==> config.mk <==
export PLATFORM = sky130hd
export DESIGN_NAME = mem_perf_monitor
export DESIGN_NICKNAME = d
export VERILOG_FILES = /design/src/rtl/mem_event_pkg.sv /design/src/rtl/perf_pkg.sv /design/src/rtl/mem_event_classifier.sv /design/src/rtl/perf_accumulator.sv /design/src/rtl/perf_report_latch.sv /design/src/rtl/mem_perf_monitor.sv
export SDC_FILE = /design/constraint.sdc
export NUM_CORES = 2
export LEC_CHECK = 0
export BUFFER_PORTS_ARGS = -buffer_cell sky130_fd_sc_hd__buf_2
export CORE_ASPECT_RATIO = 1.4
export CORE_UTILIZATION = 56
export DETAILED_ROUTE_END_ITERATION = 6
export GPL_ROUTABILITY_DRIVEN = 1
export PLACE_DENSITY = 0.9
export SLEW_MARGIN = 20
export SYNTH_ARGS = -nofsm -noshare
export SYNTH_HDL_FRONTEND = slang
export SYNTH_HIERARCHICAL = 1
export SYNTH_SLANG_ARGS = --single-unit
==> constraint.sdc <==
create_clock -name clk -period 3.73 [get_ports clk]
set_clock_uncertainty 0.1 [all_clocks]
set_input_delay 0.5595 -clock clk [delete_from_list [all_inputs] [get_ports clk]]
set_output_delay 0.5595 -clock clk [all_outputs]
set_load 0.03 [all_outputs]
==> src/rtl/mem_event_pkg.sv <==
// ----------------------------------------------------------------------
// memory event definitions seen on the cache side of the core
// lane limits and the per-cycle event count types used by the
// strobe classifier and the counter block
// ----------------------------------------------------------------------

`default_nettype none

package mem_event_pkg;

    // largest data-cache lane count the monitor supports
    localparam int MAX_LANES = 8;

    // lane count used when the top level is left at its default
    localparam int DEFAULT_NUM_LANES = 4;

    // width that holds 0..MAX_LANES
    localparam int LANE_COUNT_BITS = $clog2(MAX_LANES + 1);

    // number of data-cache lanes firing in one cycle
    typedef logic [LANE_COUNT_BITS-1:0] lane_count_t;

    // signed change in outstanding reads for one cycle
    // spanning -MAX_LANES..+MAX_LANES
    typedef logic signed [LANE_COUNT_BITS:0] pending_delta_t;

endpackage

`default_nettype wire

==> src/rtl/perf_pkg.sv <==
// ----------------------------------------------------------------------
// performance counter definitions
// counter width and type, report interval type and its default
// ----------------------------------------------------------------------

`default_nettype none

package perf_pkg;

    // width of every running counter and pending-read total
    localparam int PERF_CTR_BITS = 48;

    // running counter wide enough to never wrap in practice
    typedef logic [PERF_CTR_BITS-1:0] perf_ctr_t;

    // report interval counter
    typedef logic [31:0] interval_t;

    // cycles between periodic reports when nothing else is set
    localparam interval_t DEFAULT_REPORT_INTERVAL = 32'd10000;

endpackage

`default_nettype wire

==> src/rtl/mem_event_classifier.sv <==
// ----------------------------------------------------------------------
// memory event classifier
// forms fetch and data-cache fire conditions, splits requests into
// loads and stores, and produces registered per-cycle counts and
// pending-read changes for the counter block
// ----------------------------------------------------------------------

`timescale 1ns/10ps
`default_nettype none

module mem_event_classifier #(
    parameter int NUM_LANES = mem_event_pkg::DEFAULT_NUM_LANES
) (
    input  logic                               clk,
    input  logic                               reset,

    input  logic                               icache_req_valid,
    input  logic                               icache_req_ready,
    input  logic                               icache_rsp_valid,
    input  logic                               icache_rsp_ready,

    input  logic [NUM_LANES-1:0]               dcache_req_valid,
    input  logic [NUM_LANES-1:0]               dcache_req_ready,
    input  logic [NUM_LANES-1:0]               dcache_req_rw,
    input  logic [NUM_LANES-1:0]               dcache_rsp_valid,
    input  logic [NUM_LANES-1:0]               dcache_rsp_ready,

    output logic                               ifetch_fire,
    output mem_event_pkg::pending_delta_t      ifetch_delta,
    output mem_event_pkg::lane_count_t         load_count,
    output mem_event_pkg::lane_count_t         store_count,
    output mem_event_pkg::pending_delta_t      load_delta
);

    // number of set bits in a lane vector
    function automatic mem_event_pkg::lane_count_t pop_count(input logic [NUM_LANES-1:0] bits);
        mem_event_pkg::lane_count_t cnt;
        cnt = '0;
        for (int i = 0; i < NUM_LANES; i++) begin
            cnt = cnt + mem_event_pkg::lane_count_t'(bits[i]);
        end
        return cnt;
    endfunction

    logic                 icache_req_fire;
    logic                 icache_rsp_fire;
    logic [NUM_LANES-1:0] load_fire;
    logic [NUM_LANES-1:0] store_fire;
    logic [NUM_LANES-1:0] rsp_fire;
    logic [NUM_LANES-1:0] load_fire_r;
    logic [NUM_LANES-1:0] store_fire_r;

    mem_event_pkg::lane_count_t load_cnt;
    mem_event_pkg::lane_count_t store_cnt;
    mem_event_pkg::lane_count_t rsp_cnt;

    // a transfer counts only when valid and ready meet
    assign icache_req_fire = icache_req_valid && icache_req_ready;
    assign icache_rsp_fire = icache_rsp_valid && icache_rsp_ready;

    assign load_fire  = dcache_req_valid & dcache_req_ready & ~dcache_req_rw;
    assign store_fire = dcache_req_valid & dcache_req_ready & dcache_req_rw;
    assign rsp_fire   = dcache_rsp_valid & dcache_rsp_ready;

    // request fires count from the delayed copy, responses do not
    assign load_cnt  = pop_count(load_fire_r);
    assign store_cnt = pop_count(store_fire_r);
    assign rsp_cnt   = pop_count(rsp_fire);

    always_ff @(posedge clk) begin
        if (reset) begin
            load_fire_r  <= '0;
            store_fire_r <= '0;
            ifetch_fire  <= 1'b0;
            ifetch_delta <= '0;
            load_count   <= '0;
            store_count  <= '0;
            load_delta   <= '0;
        end else begin
            load_fire_r  <= load_fire;
            store_fire_r <= store_fire;
            ifetch_fire  <= icache_req_fire;
            ifetch_delta <= mem_event_pkg::pending_delta_t'(icache_req_fire)
                          - mem_event_pkg::pending_delta_t'(icache_rsp_fire);
            load_count   <= load_cnt;
            store_count  <= store_cnt;
            load_delta   <= mem_event_pkg::pending_delta_t'(load_cnt)
                          - mem_event_pkg::pending_delta_t'(rsp_cnt);
        end
    end

endmodule

`default_nettype wire

==> src/rtl/perf_accumulator.sv <==
// ----------------------------------------------------------------------
// performance accumulator
// pending-read totals for fetches and loads, and the five running
// counters: fetches, loads, stores, fetch and load latency
// ----------------------------------------------------------------------

`timescale 1ns/10ps
`default_nettype none

module perf_accumulator (
    input  logic                           clk,
    input  logic                           reset,

    input  logic                           ifetch_fire,
    input  mem_event_pkg::pending_delta_t  ifetch_delta,
    input  mem_event_pkg::pending_delta_t  load_delta,
    input  mem_event_pkg::lane_count_t     load_count,
    input  mem_event_pkg::lane_count_t     store_count,

    output perf_pkg::perf_ctr_t            ifetches,
    output perf_pkg::perf_ctr_t            loads,
    output perf_pkg::perf_ctr_t            stores,
    output perf_pkg::perf_ctr_t            ifetch_latency,
    output perf_pkg::perf_ctr_t            load_latency
);

    // deltas widened to counter size with sign kept
    logic signed [perf_pkg::PERF_CTR_BITS-1:0] ifetch_delta_ext;
    logic signed [perf_pkg::PERF_CTR_BITS-1:0] load_delta_ext;

    // reads issued but not yet answered
    perf_pkg::perf_ctr_t ifetch_pending;
    perf_pkg::perf_ctr_t load_pending;

    assign ifetch_delta_ext = ifetch_delta;
    assign load_delta_ext   = load_delta;

    // two's complement add handles the negative deltas
    always_ff @(posedge clk) begin
        if (reset) begin
            ifetch_pending <= '0;
            load_pending   <= '0;
        end else begin
            ifetch_pending <= ifetch_pending + perf_pkg::perf_ctr_t'(ifetch_delta_ext);
            load_pending   <= load_pending + perf_pkg::perf_ctr_t'(load_delta_ext);
        end
    end

    // event counters
    always_ff @(posedge clk) begin
        if (reset) begin
            ifetches <= '0;
            loads    <= '0;
            stores   <= '0;
        end else begin
            ifetches <= ifetches + perf_pkg::perf_ctr_t'(ifetch_fire);
            loads    <= loads + perf_pkg::perf_ctr_t'(load_count);
            stores   <= stores + perf_pkg::perf_ctr_t'(store_count);
        end
    end

    // each outstanding read adds one cycle of latency,
    // using the total as it stood last cycle
    always_ff @(posedge clk) begin
        if (reset) begin
            ifetch_latency <= '0;
            load_latency   <= '0;
        end else begin
            ifetch_latency <= ifetch_latency + ifetch_pending;
            load_latency   <= load_latency + load_pending;
        end
    end

endmodule

`default_nettype wire

==> src/rtl/perf_report_latch.sv <==
// ----------------------------------------------------------------------
// performance report latch
// triggers on a falling busy level or when the report interval
// wraps, then snapshots the five counters for one valid cycle
// ----------------------------------------------------------------------

`timescale 1ns/10ps
`default_nettype none

module perf_report_latch #(
    parameter perf_pkg::interval_t REPORT_INTERVAL = perf_pkg::DEFAULT_REPORT_INTERVAL
) (
    input  logic                 clk,
    input  logic                 reset,
    input  logic                 busy,

    input  perf_pkg::perf_ctr_t  ifetches,
    input  perf_pkg::perf_ctr_t  loads,
    input  perf_pkg::perf_ctr_t  stores,
    input  perf_pkg::perf_ctr_t  ifetch_latency,
    input  perf_pkg::perf_ctr_t  load_latency,

    output logic                 report_valid,
    output perf_pkg::perf_ctr_t  snap_ifetches,
    output perf_pkg::perf_ctr_t  snap_loads,
    output perf_pkg::perf_ctr_t  snap_stores,
    output perf_pkg::perf_ctr_t  snap_ifetch_latency,
    output perf_pkg::perf_ctr_t  snap_load_latency
);

    logic                busy_prev;
    logic                busy_negedge;
    logic                trigger;
    perf_pkg::interval_t report_counter;

    // counter runs 0..REPORT_INTERVAL, so the period is one longer
    always_ff @(posedge clk) begin
        if (reset) begin
            busy_prev      <= 1'b0;
            report_counter <= '0;
        end else begin
            busy_prev <= busy;
            if (report_counter == REPORT_INTERVAL) begin
                report_counter <= '0;
            end else begin
                report_counter <= report_counter + 32'd1;
            end
        end
    end

    // core went idle
    assign busy_negedge = busy_prev && !busy;
    assign trigger      = busy_negedge || (report_counter == '0);

    always_ff @(posedge clk) begin
        if (reset) begin
            report_valid        <= 1'b0;
            snap_ifetches       <= '0;
            snap_loads          <= '0;
            snap_stores         <= '0;
            snap_ifetch_latency <= '0;
            snap_load_latency   <= '0;
        end else begin
            report_valid <= trigger;
            if (trigger) begin
                snap_ifetches       <= ifetches;
                snap_loads          <= loads;
                snap_stores         <= stores;
                snap_ifetch_latency <= ifetch_latency;
                snap_load_latency   <= load_latency;
            end
        end
    end

endmodule

`default_nettype wire

==> src/rtl/mem_perf_monitor.sv <==
// ----------------------------------------------------------------------
// memory traffic performance monitor, top level
// classifier -> accumulator -> report latch, observing the
// instruction and data cache strobes of one core
// ----------------------------------------------------------------------

`timescale 1ns/10ps
`default_nettype none

module mem_perf_monitor #(
    parameter int                  NUM_LANES       = mem_event_pkg::DEFAULT_NUM_LANES,
    parameter perf_pkg::interval_t REPORT_INTERVAL = perf_pkg::DEFAULT_REPORT_INTERVAL
) (
    input  logic                 clk,
    input  logic                 reset,
    input  logic                 busy,

    input  logic                 icache_req_valid,
    input  logic                 icache_req_ready,
    input  logic                 icache_rsp_valid,
    input  logic                 icache_rsp_ready,

    input  logic [NUM_LANES-1:0] dcache_req_valid,
    input  logic [NUM_LANES-1:0] dcache_req_ready,
    input  logic [NUM_LANES-1:0] dcache_req_rw,
    input  logic [NUM_LANES-1:0] dcache_rsp_valid,
    input  logic [NUM_LANES-1:0] dcache_rsp_ready,

    output logic                 report_valid,
    output perf_pkg::perf_ctr_t  snap_ifetches,
    output perf_pkg::perf_ctr_t  snap_loads,
    output perf_pkg::perf_ctr_t  snap_stores,
    output perf_pkg::perf_ctr_t  snap_ifetch_latency,
    output perf_pkg::perf_ctr_t  snap_load_latency
);

    // per-cycle events
    logic                          ifetch_fire;
    mem_event_pkg::pending_delta_t ifetch_delta;
    mem_event_pkg::lane_count_t    load_count;
    mem_event_pkg::lane_count_t    store_count;
    mem_event_pkg::pending_delta_t load_delta;

    // running counters
    perf_pkg::perf_ctr_t ifetches;
    perf_pkg::perf_ctr_t loads;
    perf_pkg::perf_ctr_t stores;
    perf_pkg::perf_ctr_t ifetch_latency;
    perf_pkg::perf_ctr_t load_latency;

    mem_event_classifier #(
        .NUM_LANES (NUM_LANES)
    ) classifier (
        .clk              (clk),
        .reset            (reset),
        .icache_req_valid (icache_req_valid),
        .icache_req_ready (icache_req_ready),
        .icache_rsp_valid (icache_rsp_valid),
        .icache_rsp_ready (icache_rsp_ready),
        .dcache_req_valid (dcache_req_valid),
        .dcache_req_ready (dcache_req_ready),
        .dcache_req_rw    (dcache_req_rw),
        .dcache_rsp_valid (dcache_rsp_valid),
        .dcache_rsp_ready (dcache_rsp_ready),
        .ifetch_fire      (ifetch_fire),
        .ifetch_delta     (ifetch_delta),
        .load_count       (load_count),
        .store_count      (store_count),
        .load_delta       (load_delta)
    );

    perf_accumulator accumulator (
        .clk            (clk),
        .reset          (reset),
        .ifetch_fire    (ifetch_fire),
        .ifetch_delta   (ifetch_delta),
        .load_delta     (load_delta),
        .load_count     (load_count),
        .store_count    (store_count),
        .ifetches       (ifetches),
        .loads          (loads),
        .stores         (stores),
        .ifetch_latency (ifetch_latency),
        .load_latency   (load_latency)
    );

    perf_report_latch #(
        .REPORT_INTERVAL (REPORT_INTERVAL)
    ) report_latch (
        .clk                 (clk),
        .reset               (reset),
        .busy                (busy),
        .ifetches            (ifetches),
        .loads               (loads),
        .stores              (stores),
        .ifetch_latency      (ifetch_latency),
        .load_latency        (load_latency),
        .report_valid        (report_valid),
        .snap_ifetches       (snap_ifetches),
        .snap_loads          (snap_loads),
        .snap_stores         (snap_stores),
        .snap_ifetch_latency (snap_ifetch_latency),
        .snap_load_latency   (snap_load_latency)
    );

endmodule

`default_nettype wire

* Yosys cells after proc, flatten, opt, wreduce, memory -nomap -nowiden *
Index checks and enable logic that the tools add are counted.

storage, ports and cells
  bits of input ports = 27
  word-level logic and storage cells = 54
  output and inout bits = 241
  bits in registers = 637

operators by class
  bitwise gates (word level) = 5
  reductions and logical operators = 7
  $add $sub $neg = 19
  equality and inequality tests = 1

operators with widths
  operator                                                            count
  48-bit adder                                                        4
  48-bit by 4-bit adder with 48-bit output                            2
  48-bit by 1-bit adder with 48-bit output                            1
  32-bit by 1-bit adder with 32-bit output (second input constant)    1
  32-bit by 14-bit == test with 1-bit output (second input constant)  1
  32-bit logical NOT                                                  1
  4-bit by 1-bit adder with 4-bit output                              6
  4-bit AND                                                           4
  1-bit by 1-bit adder with 2-bit output                              3
  4-bit by 4-bit subtractor with 5-bit output                         1
  4-bit inverter                                                      1
  1-bit logical AND                                                   3
  2-bit OR reduction                                                  1
  1-bit by 1-bit subtractor with 2-bit output                         1
  1-bit logical NOT                                                   1
  1-bit logical OR                                                    1

* Longest topological paths before layout *
  word-level depth = 5
  mapped depth = 12
  mapped depth without buffers = 12

* Modules after synthesis *
The synthesis kept the hierarchy.

by module, submodules not included
  module                times used  area each (um^2)  cells an instance
  perf_accumulator      1           21587.0           2681
  perf_report_latch     1           17802.1           2158
  mem_event_classifier  1           977.2             89

* Worst setup path after synthesis *
OpenSTA, ideal clock, no wires.

  path kind = register to register
  start = register classifier.load_delta[4]
  end = register accumulator.load_pending[42]
  period minus slack after synthesis = 3.820 ns
  buffers on the path = 1
  path slack = -0.090 ns
  data arrival time = 3.599 ns
  library setup time = 0.121 ns
  stages on the path, launching flop included = 12
  path through = dfxtp_1 -> ha_1 -> clkbuf_1 -> a21o_1 -> a221oi_1 -> o2111ai_1 -> o211ai_1 -> o211ai_1 -> o21ai_0 -> o21ai_0 -> a41oi_1 -> mux2_2

on the way
  word-level cells in the longest chain between the ends = 1

RTL lines
  element                 RTL line                    source
  start, declared         mem_event_classifier.sv:32  output mem_event_pkg::pending_delta_t load_delta
  start signal, assigned  mem_event_classifier.sv:87  load_delta <= mem_event_pkg::pending_delta_t'(load_cnt)
  48-bit adder            perf_accumulator.sv:45      load_pending <= load_pending + perf_pkg::perf_ctr_t'(load_delta_ext);
  end signal, assigned    perf_accumulator.sv:45
  end, declared           perf_accumulator.sv:33      perf_pkg::perf_ctr_t load_pending;

No other way between the ends.
A chain may end at the register's enable or synchronous reset.

* Final worst setup path *
  start = register accumulator.ifetch_pending[0]
  end = register accumulator.ifetch_pending[46]

on the way
  word-level cells in the longest chain between the ends = 1

RTL lines
  element                 RTL line                source
  start, declared         perf_accumulator.sv:32  perf_pkg::perf_ctr_t ifetch_pending;
  start signal, assigned  perf_accumulator.sv:44  ifetch_pending <= ifetch_pending + perf_pkg::perf_ctr_t'(ifetch_delta_ext);
  48-bit adder            perf_accumulator.sv:44

No other way between the ends.

==> results by stage <==
Timing:
- The worst pin sits at a relative slew slack of 25.7%.
- The final critical-path share of the clock period is 96.3%.
- The final critical delay including setup and external delays is 3.59 ns.
- The slew at the pin closest to its max-slew limit is 1.12 ns.
- Setup repair after global routing left no endpoint under its margin.
- Across all hold checks on the routed design, the worst slack comes to 0.0623 ns.
- Setup violations remaining at the end of the flow were counted as 0.
- Timing would allow up to 278 MHz.
- The number of slew-limit violations in the final report is 0.
- The final sum of negative setup slack is 0 ns.
- The final hold violation count is 0.

Cells and area:
- The total area of multi-input combinational cells is 25,800 um^2.
- The number of diodes added for antenna fixing is 0.
- The sequential cells in the finished layout cover a total of 12,700 um^2.
- The design area is 44,300 um^2.
- The number of nets at the end of the flow is 5,197.
- The filler cells instantiated in the layout total 5,879.
- The fraction of layout cells with a size suffix above 1 is 13.8%.
- Relative to the synthesized area, the layout overhead comes to 9.65%.

Setup path:
- The critical path start-end classification is reg -> reg.
- The number of cell instances on the worst register-to-register path is 11.
- Of all nets on the critical path, the largest fanout is 4.
- The worst endpoint required time is 4.15 ns.
- The worst setup path is captured at a flop.
- Data arrives at the worst endpoint at 4.01 ns.
- The source of the worst register-to-register timing path is accumulator/ifetch_pending[0].
- The endpoint identified for the worst register-to-register timing path is accumulator/ifetch_pending[46].
- The reg-to-reg setup timing slack is 0.14 ns.
- STA classifies the critical path startpoint as a flop.

Placement:
- The instance area after placement is 42,000 um^2.
- The wire-length estimate of the detail-placed layout is 74,200 um.
- The last weighted congestion value of the routability-driven placer is 0.965.
- Buffers placed on the I/O ports in this run total 267.

Synthesis:
- During synthesis, Yosys emitted a total of 6 warnings.
- After synthesis, the netlist uses 82 different library cells.
- After technology mapping, the gate count stands at 4,928.
- In this run, synthesis produced a sequential element count of 632.
- In the synthesized netlist the async set-or-reset flop fraction comes to 0%.
- The synthesized netlist occupies a cell area of 40,400 um^2.
- Dividing the synthesized area by the synthesized cell count gives 8.19 um^2.
- The number of flops mapped to enable cells by yosys is 0.
- The most used flip-flop cell after synthesis is sky130_fd_sc_hd__dfxtp_1.
- The share of synthesized area occupied by flip-flops and latches is 31.3%.

Pwr:
- The analysis attributes to cell leakage a power of 17.9 nW.
- In this run the power density over the cells is 480 nW/um^2.
- The largest vdd supply drop is 0.319 mV.

Route:
- The first detailed-routing pass ran for 6 iterations.
- The total vias in the final route is 38,100.
- The via count normalized by instance count is 6.42.
- The average routed wire per standard cell is 18.6 um.
- The final antenna-violating net count is 0.
- The final layout contains routed wiring with a total length of 111,000 um.
- After the first detailed-routing iteration, the DRC count stood at 3,479.
- The number of remaining DRC errors is 0.

CTS:
- The worst-skew pair later-pin latency is 0.64 ns.
- The clock root buffer is sky130_fd_sc_hd__clkbuf_16.
- TritonCTS built the clock tree.
- The level count of the clock H-tree is 3.
- In this run the deepest clock path goes through 3 buffers.
- The clock transition at the registers of the reported paths is 0.06 ns.
- The number of setup buffers added after CTS is 0.
- The TritonCTS sink count is 632.
- Clock tree synthesis inserted a total of 67 buffers.

Global route:
- The leftover overflow at the end of global routing is 0.
- The number of global-route vias before repair is 36,900.
- The global-route usage over all layers is 29.2%.
- The number of antenna violations at the first check in global routing is 0.
- The first-pass GRT wire length is 181,000 um.
- The largest net degree at the start of global routing is 203.

Floorplanning:
- For this design the top-level I/O count stands at 268.
- The floorplan step set the die width to 229 um.
- In this run the standard cell core region covers 71,400 um^2.
- The initial cell density of the core is 56.5%.
- The die area is 73,200 um^2.
- The die is 320 um tall.
- In this run the core area contains 116 standard-cell rows.

Job:
- The number of violations of the max-capacitance limit is 0.

Hold path:
- Along the worst hold path, the cell count comes to 2.
- The launch point of the worst hold path is dcache_req_rw[1].
- The worst hold path endpoint is classifier/load_fire_r[1].
- The path class of the tightest hold or removal check is in -> reg.

Run status:
- The run finished with clean final reports.
power by group:
| group | switching [W] | total (W) | leakage [nW] | internal (W) |
|---|---|---|---|---|
| clock | 0.00292 | 0.00701 | 1.12 | 0.00409 |
| combinational | 0.00393 | 0.00627 | 11.6 | 0.00234 |
| sequential | 0.000529 | 0.00797 | 5.13 | 0.00744 |
kinds of logic (layout without fill, tap and decap cells):
| kind of cell | count (synthesis) | in the layout | synth area share [%] |
|---|---|---|---|
| multiplexers | 16 | 16 | 0.443 |
| AO/OA/AOI/OAI | 1236 | 1236 | 21.8 |
| flip-flops | 632 | 632 | 31.3 |
| buffers and inverters | 457 | 528 | 4.97 |
| adder cells (fa/ha/maj) | 221 | 221 | 7.05 |
| XOR/XNOR | 279 | 279 | 6.09 |
| AND/OR/NAND/NOR | 2086 | 2086 | 28.3 |
| other | 1 | 2 | 0.00929 |
repair_timing:
item,in CTS,in global routing
hold buffers,0,0
endpoints found under the setup margin,0,9
gates resized for setup,0,3
registers in the layout, summed over array words and instances, names as in the netlist, 2 cells and up:
name,flops
classifier/store_count,3
report_latch/snap_load_latency,48
accumulator/load_latency,48
report_latch/report_counter,32
report_latch/snap_ifetches,48
classifier/load_count,3
classifier/load_delta,5
classifier/ifetch_delta,2
accumulator/load_pending,48
accumulator/loads,48
report_latch/snap_ifetch_latency,48
report_latch/snap_stores,48
accumulator/ifetches,48
classifier/store_fire_r,4
accumulator/ifetch_latency,48
accumulator/stores,48
report_latch/snap_loads,48
classifier/load_fire_r,4
accumulator/ifetch_pending,48
worst max-delay path, stage by stage (launching register included):
cell                      delay (ns)
sky130_fd_sc_hd__dfxtp_1        0.32
sky130_fd_sc_hd__ha_1           0.21
sky130_fd_sc_hd__fa_1           0.43
sky130_fd_sc_hd__a21oi_1        0.18
sky130_fd_sc_hd__nor3_1         0.08
sky130_fd_sc_hd__or4_4          0.54
sky130_fd_sc_hd__a211o_1        0.35
sky130_fd_sc_hd__a21oi_4        0.20
sky130_fd_sc_hd__o21ai_1        0.12
sky130_fd_sc_hd__or3_4          0.42
sky130_fd_sc_hd__a31oi_1        0.19
sky130_fd_sc_hd__mux2_1         0.33
how the worst max path moves through the flow:
stage	depth (start not counted)	start	endpoint	slack, ns
3_3_place_gp	11	accumulator/ifetch_pending[0]	accumulator/ifetch_pending[42]	0.14
4_1_cts	10	classifier/ifetch_delta[1]	accumulator/ifetch_pending[46]	0.08
2_1_floorplan	12	classifier/ifetch_delta[1]	accumulator/ifetch_pending[46]	0.18
6_report	11	accumulator/ifetch_pending[0]	accumulator/ifetch_pending[46]	0.14
3_5_place_dp	10	classifier/ifetch_delta[1]	accumulator/ifetch_pending[46]	0.07
5_1_grt	11	accumulator/ifetch_pending[0]	accumulator/ifetch_pending[42]	0.03
placed cells by master, fill, tap and decap left out, types with 9 or more instances in the layout:
master	Yosys	routed
sky130_fd_sc_hd__nand2_1	202	202
sky130_fd_sc_hd__clkbuf_1	266	14
sky130_fd_sc_hd__xor2_1	139	139
sky130_fd_sc_hd__o211ai_1	14	14
sky130_fd_sc_hd__nor4_1	26	26
sky130_fd_sc_hd__nor3_1	67	67
sky130_fd_sc_hd__inv_1	78	78
sky130_fd_sc_hd__or3_1	29	29
sky130_fd_sc_hd__buf_4	6	40
sky130_fd_sc_hd__o21ai_0	363	363
sky130_fd_sc_hd__and3_1	47	46
sky130_fd_sc_hd__a22oi_2	200	200
sky130_fd_sc_hd__o21a_1	28	28
sky130_fd_sc_hd__and2_1	22	22
sky130_fd_sc_hd__clkbuf_16	0	70
sky130_fd_sc_hd__buf_12	0	22
sky130_fd_sc_hd__and4_1	19	18
sky130_fd_sc_hd__a31oi_1	28	28
sky130_fd_sc_hd__a211oi_1	27	26
sky130_fd_sc_hd__o21bai_1	38	38
sky130_fd_sc_hd__a22oi_1	40	40
sky130_fd_sc_hd__dfxtp_1	632	630
sky130_fd_sc_hd__clkbuf_8	0	14
sky130_fd_sc_hd__nor2b_1	292	291
sky130_fd_sc_hd__ha_1	210	210
sky130_fd_sc_hd__or4_1	15	15
sky130_fd_sc_hd__a21oi_1	259	259
sky130_fd_sc_hd__clkinv_2	0	9
sky130_fd_sc_hd__nor2_1	431	431
sky130_fd_sc_hd__nand3_1	327	326
sky130_fd_sc_hd__buf_2	72	266
sky130_fd_sc_hd__mux2_2	13	13
sky130_fd_sc_hd__o31ai_1	21	21
sky130_fd_sc_hd__fa_1	11	11
sky130_fd_sc_hd__a21o_1	133	133
sky130_fd_sc_hd__xnor2_1	139	139
sky130_fd_sc_hd__nand4_1	323	323
sky130_fd_sc_hd__nor3b_1	250	250
metrics by stage:
step | power (W) | util (%) | worst slack [ns] | instances
after detailed placement | 0.0143 | 58.8 | 0.0724 | 5824
after CTS | 0.0213 | 62.0 | 0.0775 | 5944
after global routing | 0.0223 | 62.0 | 0.0305 | 5944
final | 0.0212 | 62.0 | 0.137 | 5944
after floorplan | 0.0127 | - | 0.181 | 4929
after global placement | 0.0141 | 58.8 | 0.138 | 5824
layer usage:
metal | global-route usage, % | share of wire, % | vias up
li1 | - | - | 18100
met1 | 34.2 | 40 | 18100
met2 | 51.1 | 49 | 1552
met3 | 3.93 | 6.4 | 361
met4 | 16.2 | 4.8 | 0
met5 | 0 | 0 | -
cells in the mapped netlist, types with 139 or more instances:
master | number | area [um^2]
sky130_fd_sc_hd__clkbuf_1 | 266 | 998
sky130_fd_sc_hd__a22oi_2 | 200 | 2500
sky130_fd_sc_hd__nand2_1 | 202 | 758
sky130_fd_sc_hd__nor2_1 | 431 | 1620
sky130_fd_sc_hd__a21oi_1 | 259 | 1300
sky130_fd_sc_hd__xor2_1 | 139 | 1220
sky130_fd_sc_hd__dfxtp_1 | 632 | 12700
sky130_fd_sc_hd__nor3b_1 | 250 | 1880
sky130_fd_sc_hd__o21ai_0 | 363 | 1820
sky130_fd_sc_hd__ha_1 | 210 | 2630
sky130_fd_sc_hd__nor2b_1 | 292 | 1830
sky130_fd_sc_hd__xnor2_1 | 139 | 1220
sky130_fd_sc_hd__nand3_1 | 327 | 1640
sky130_fd_sc_hd__nand4_1 | 323 | 2020
final cells by class:
class	count	share of cell area, %
inverter	78	0.661
tap	944	2.67
multi-input combinational	3840	58.2
clock inverter	22	0.647
clock buffer	98	4.51
timing repair buffer	330	4.74
sequential	632	28.6
Power figures use the tool's default switching activity.
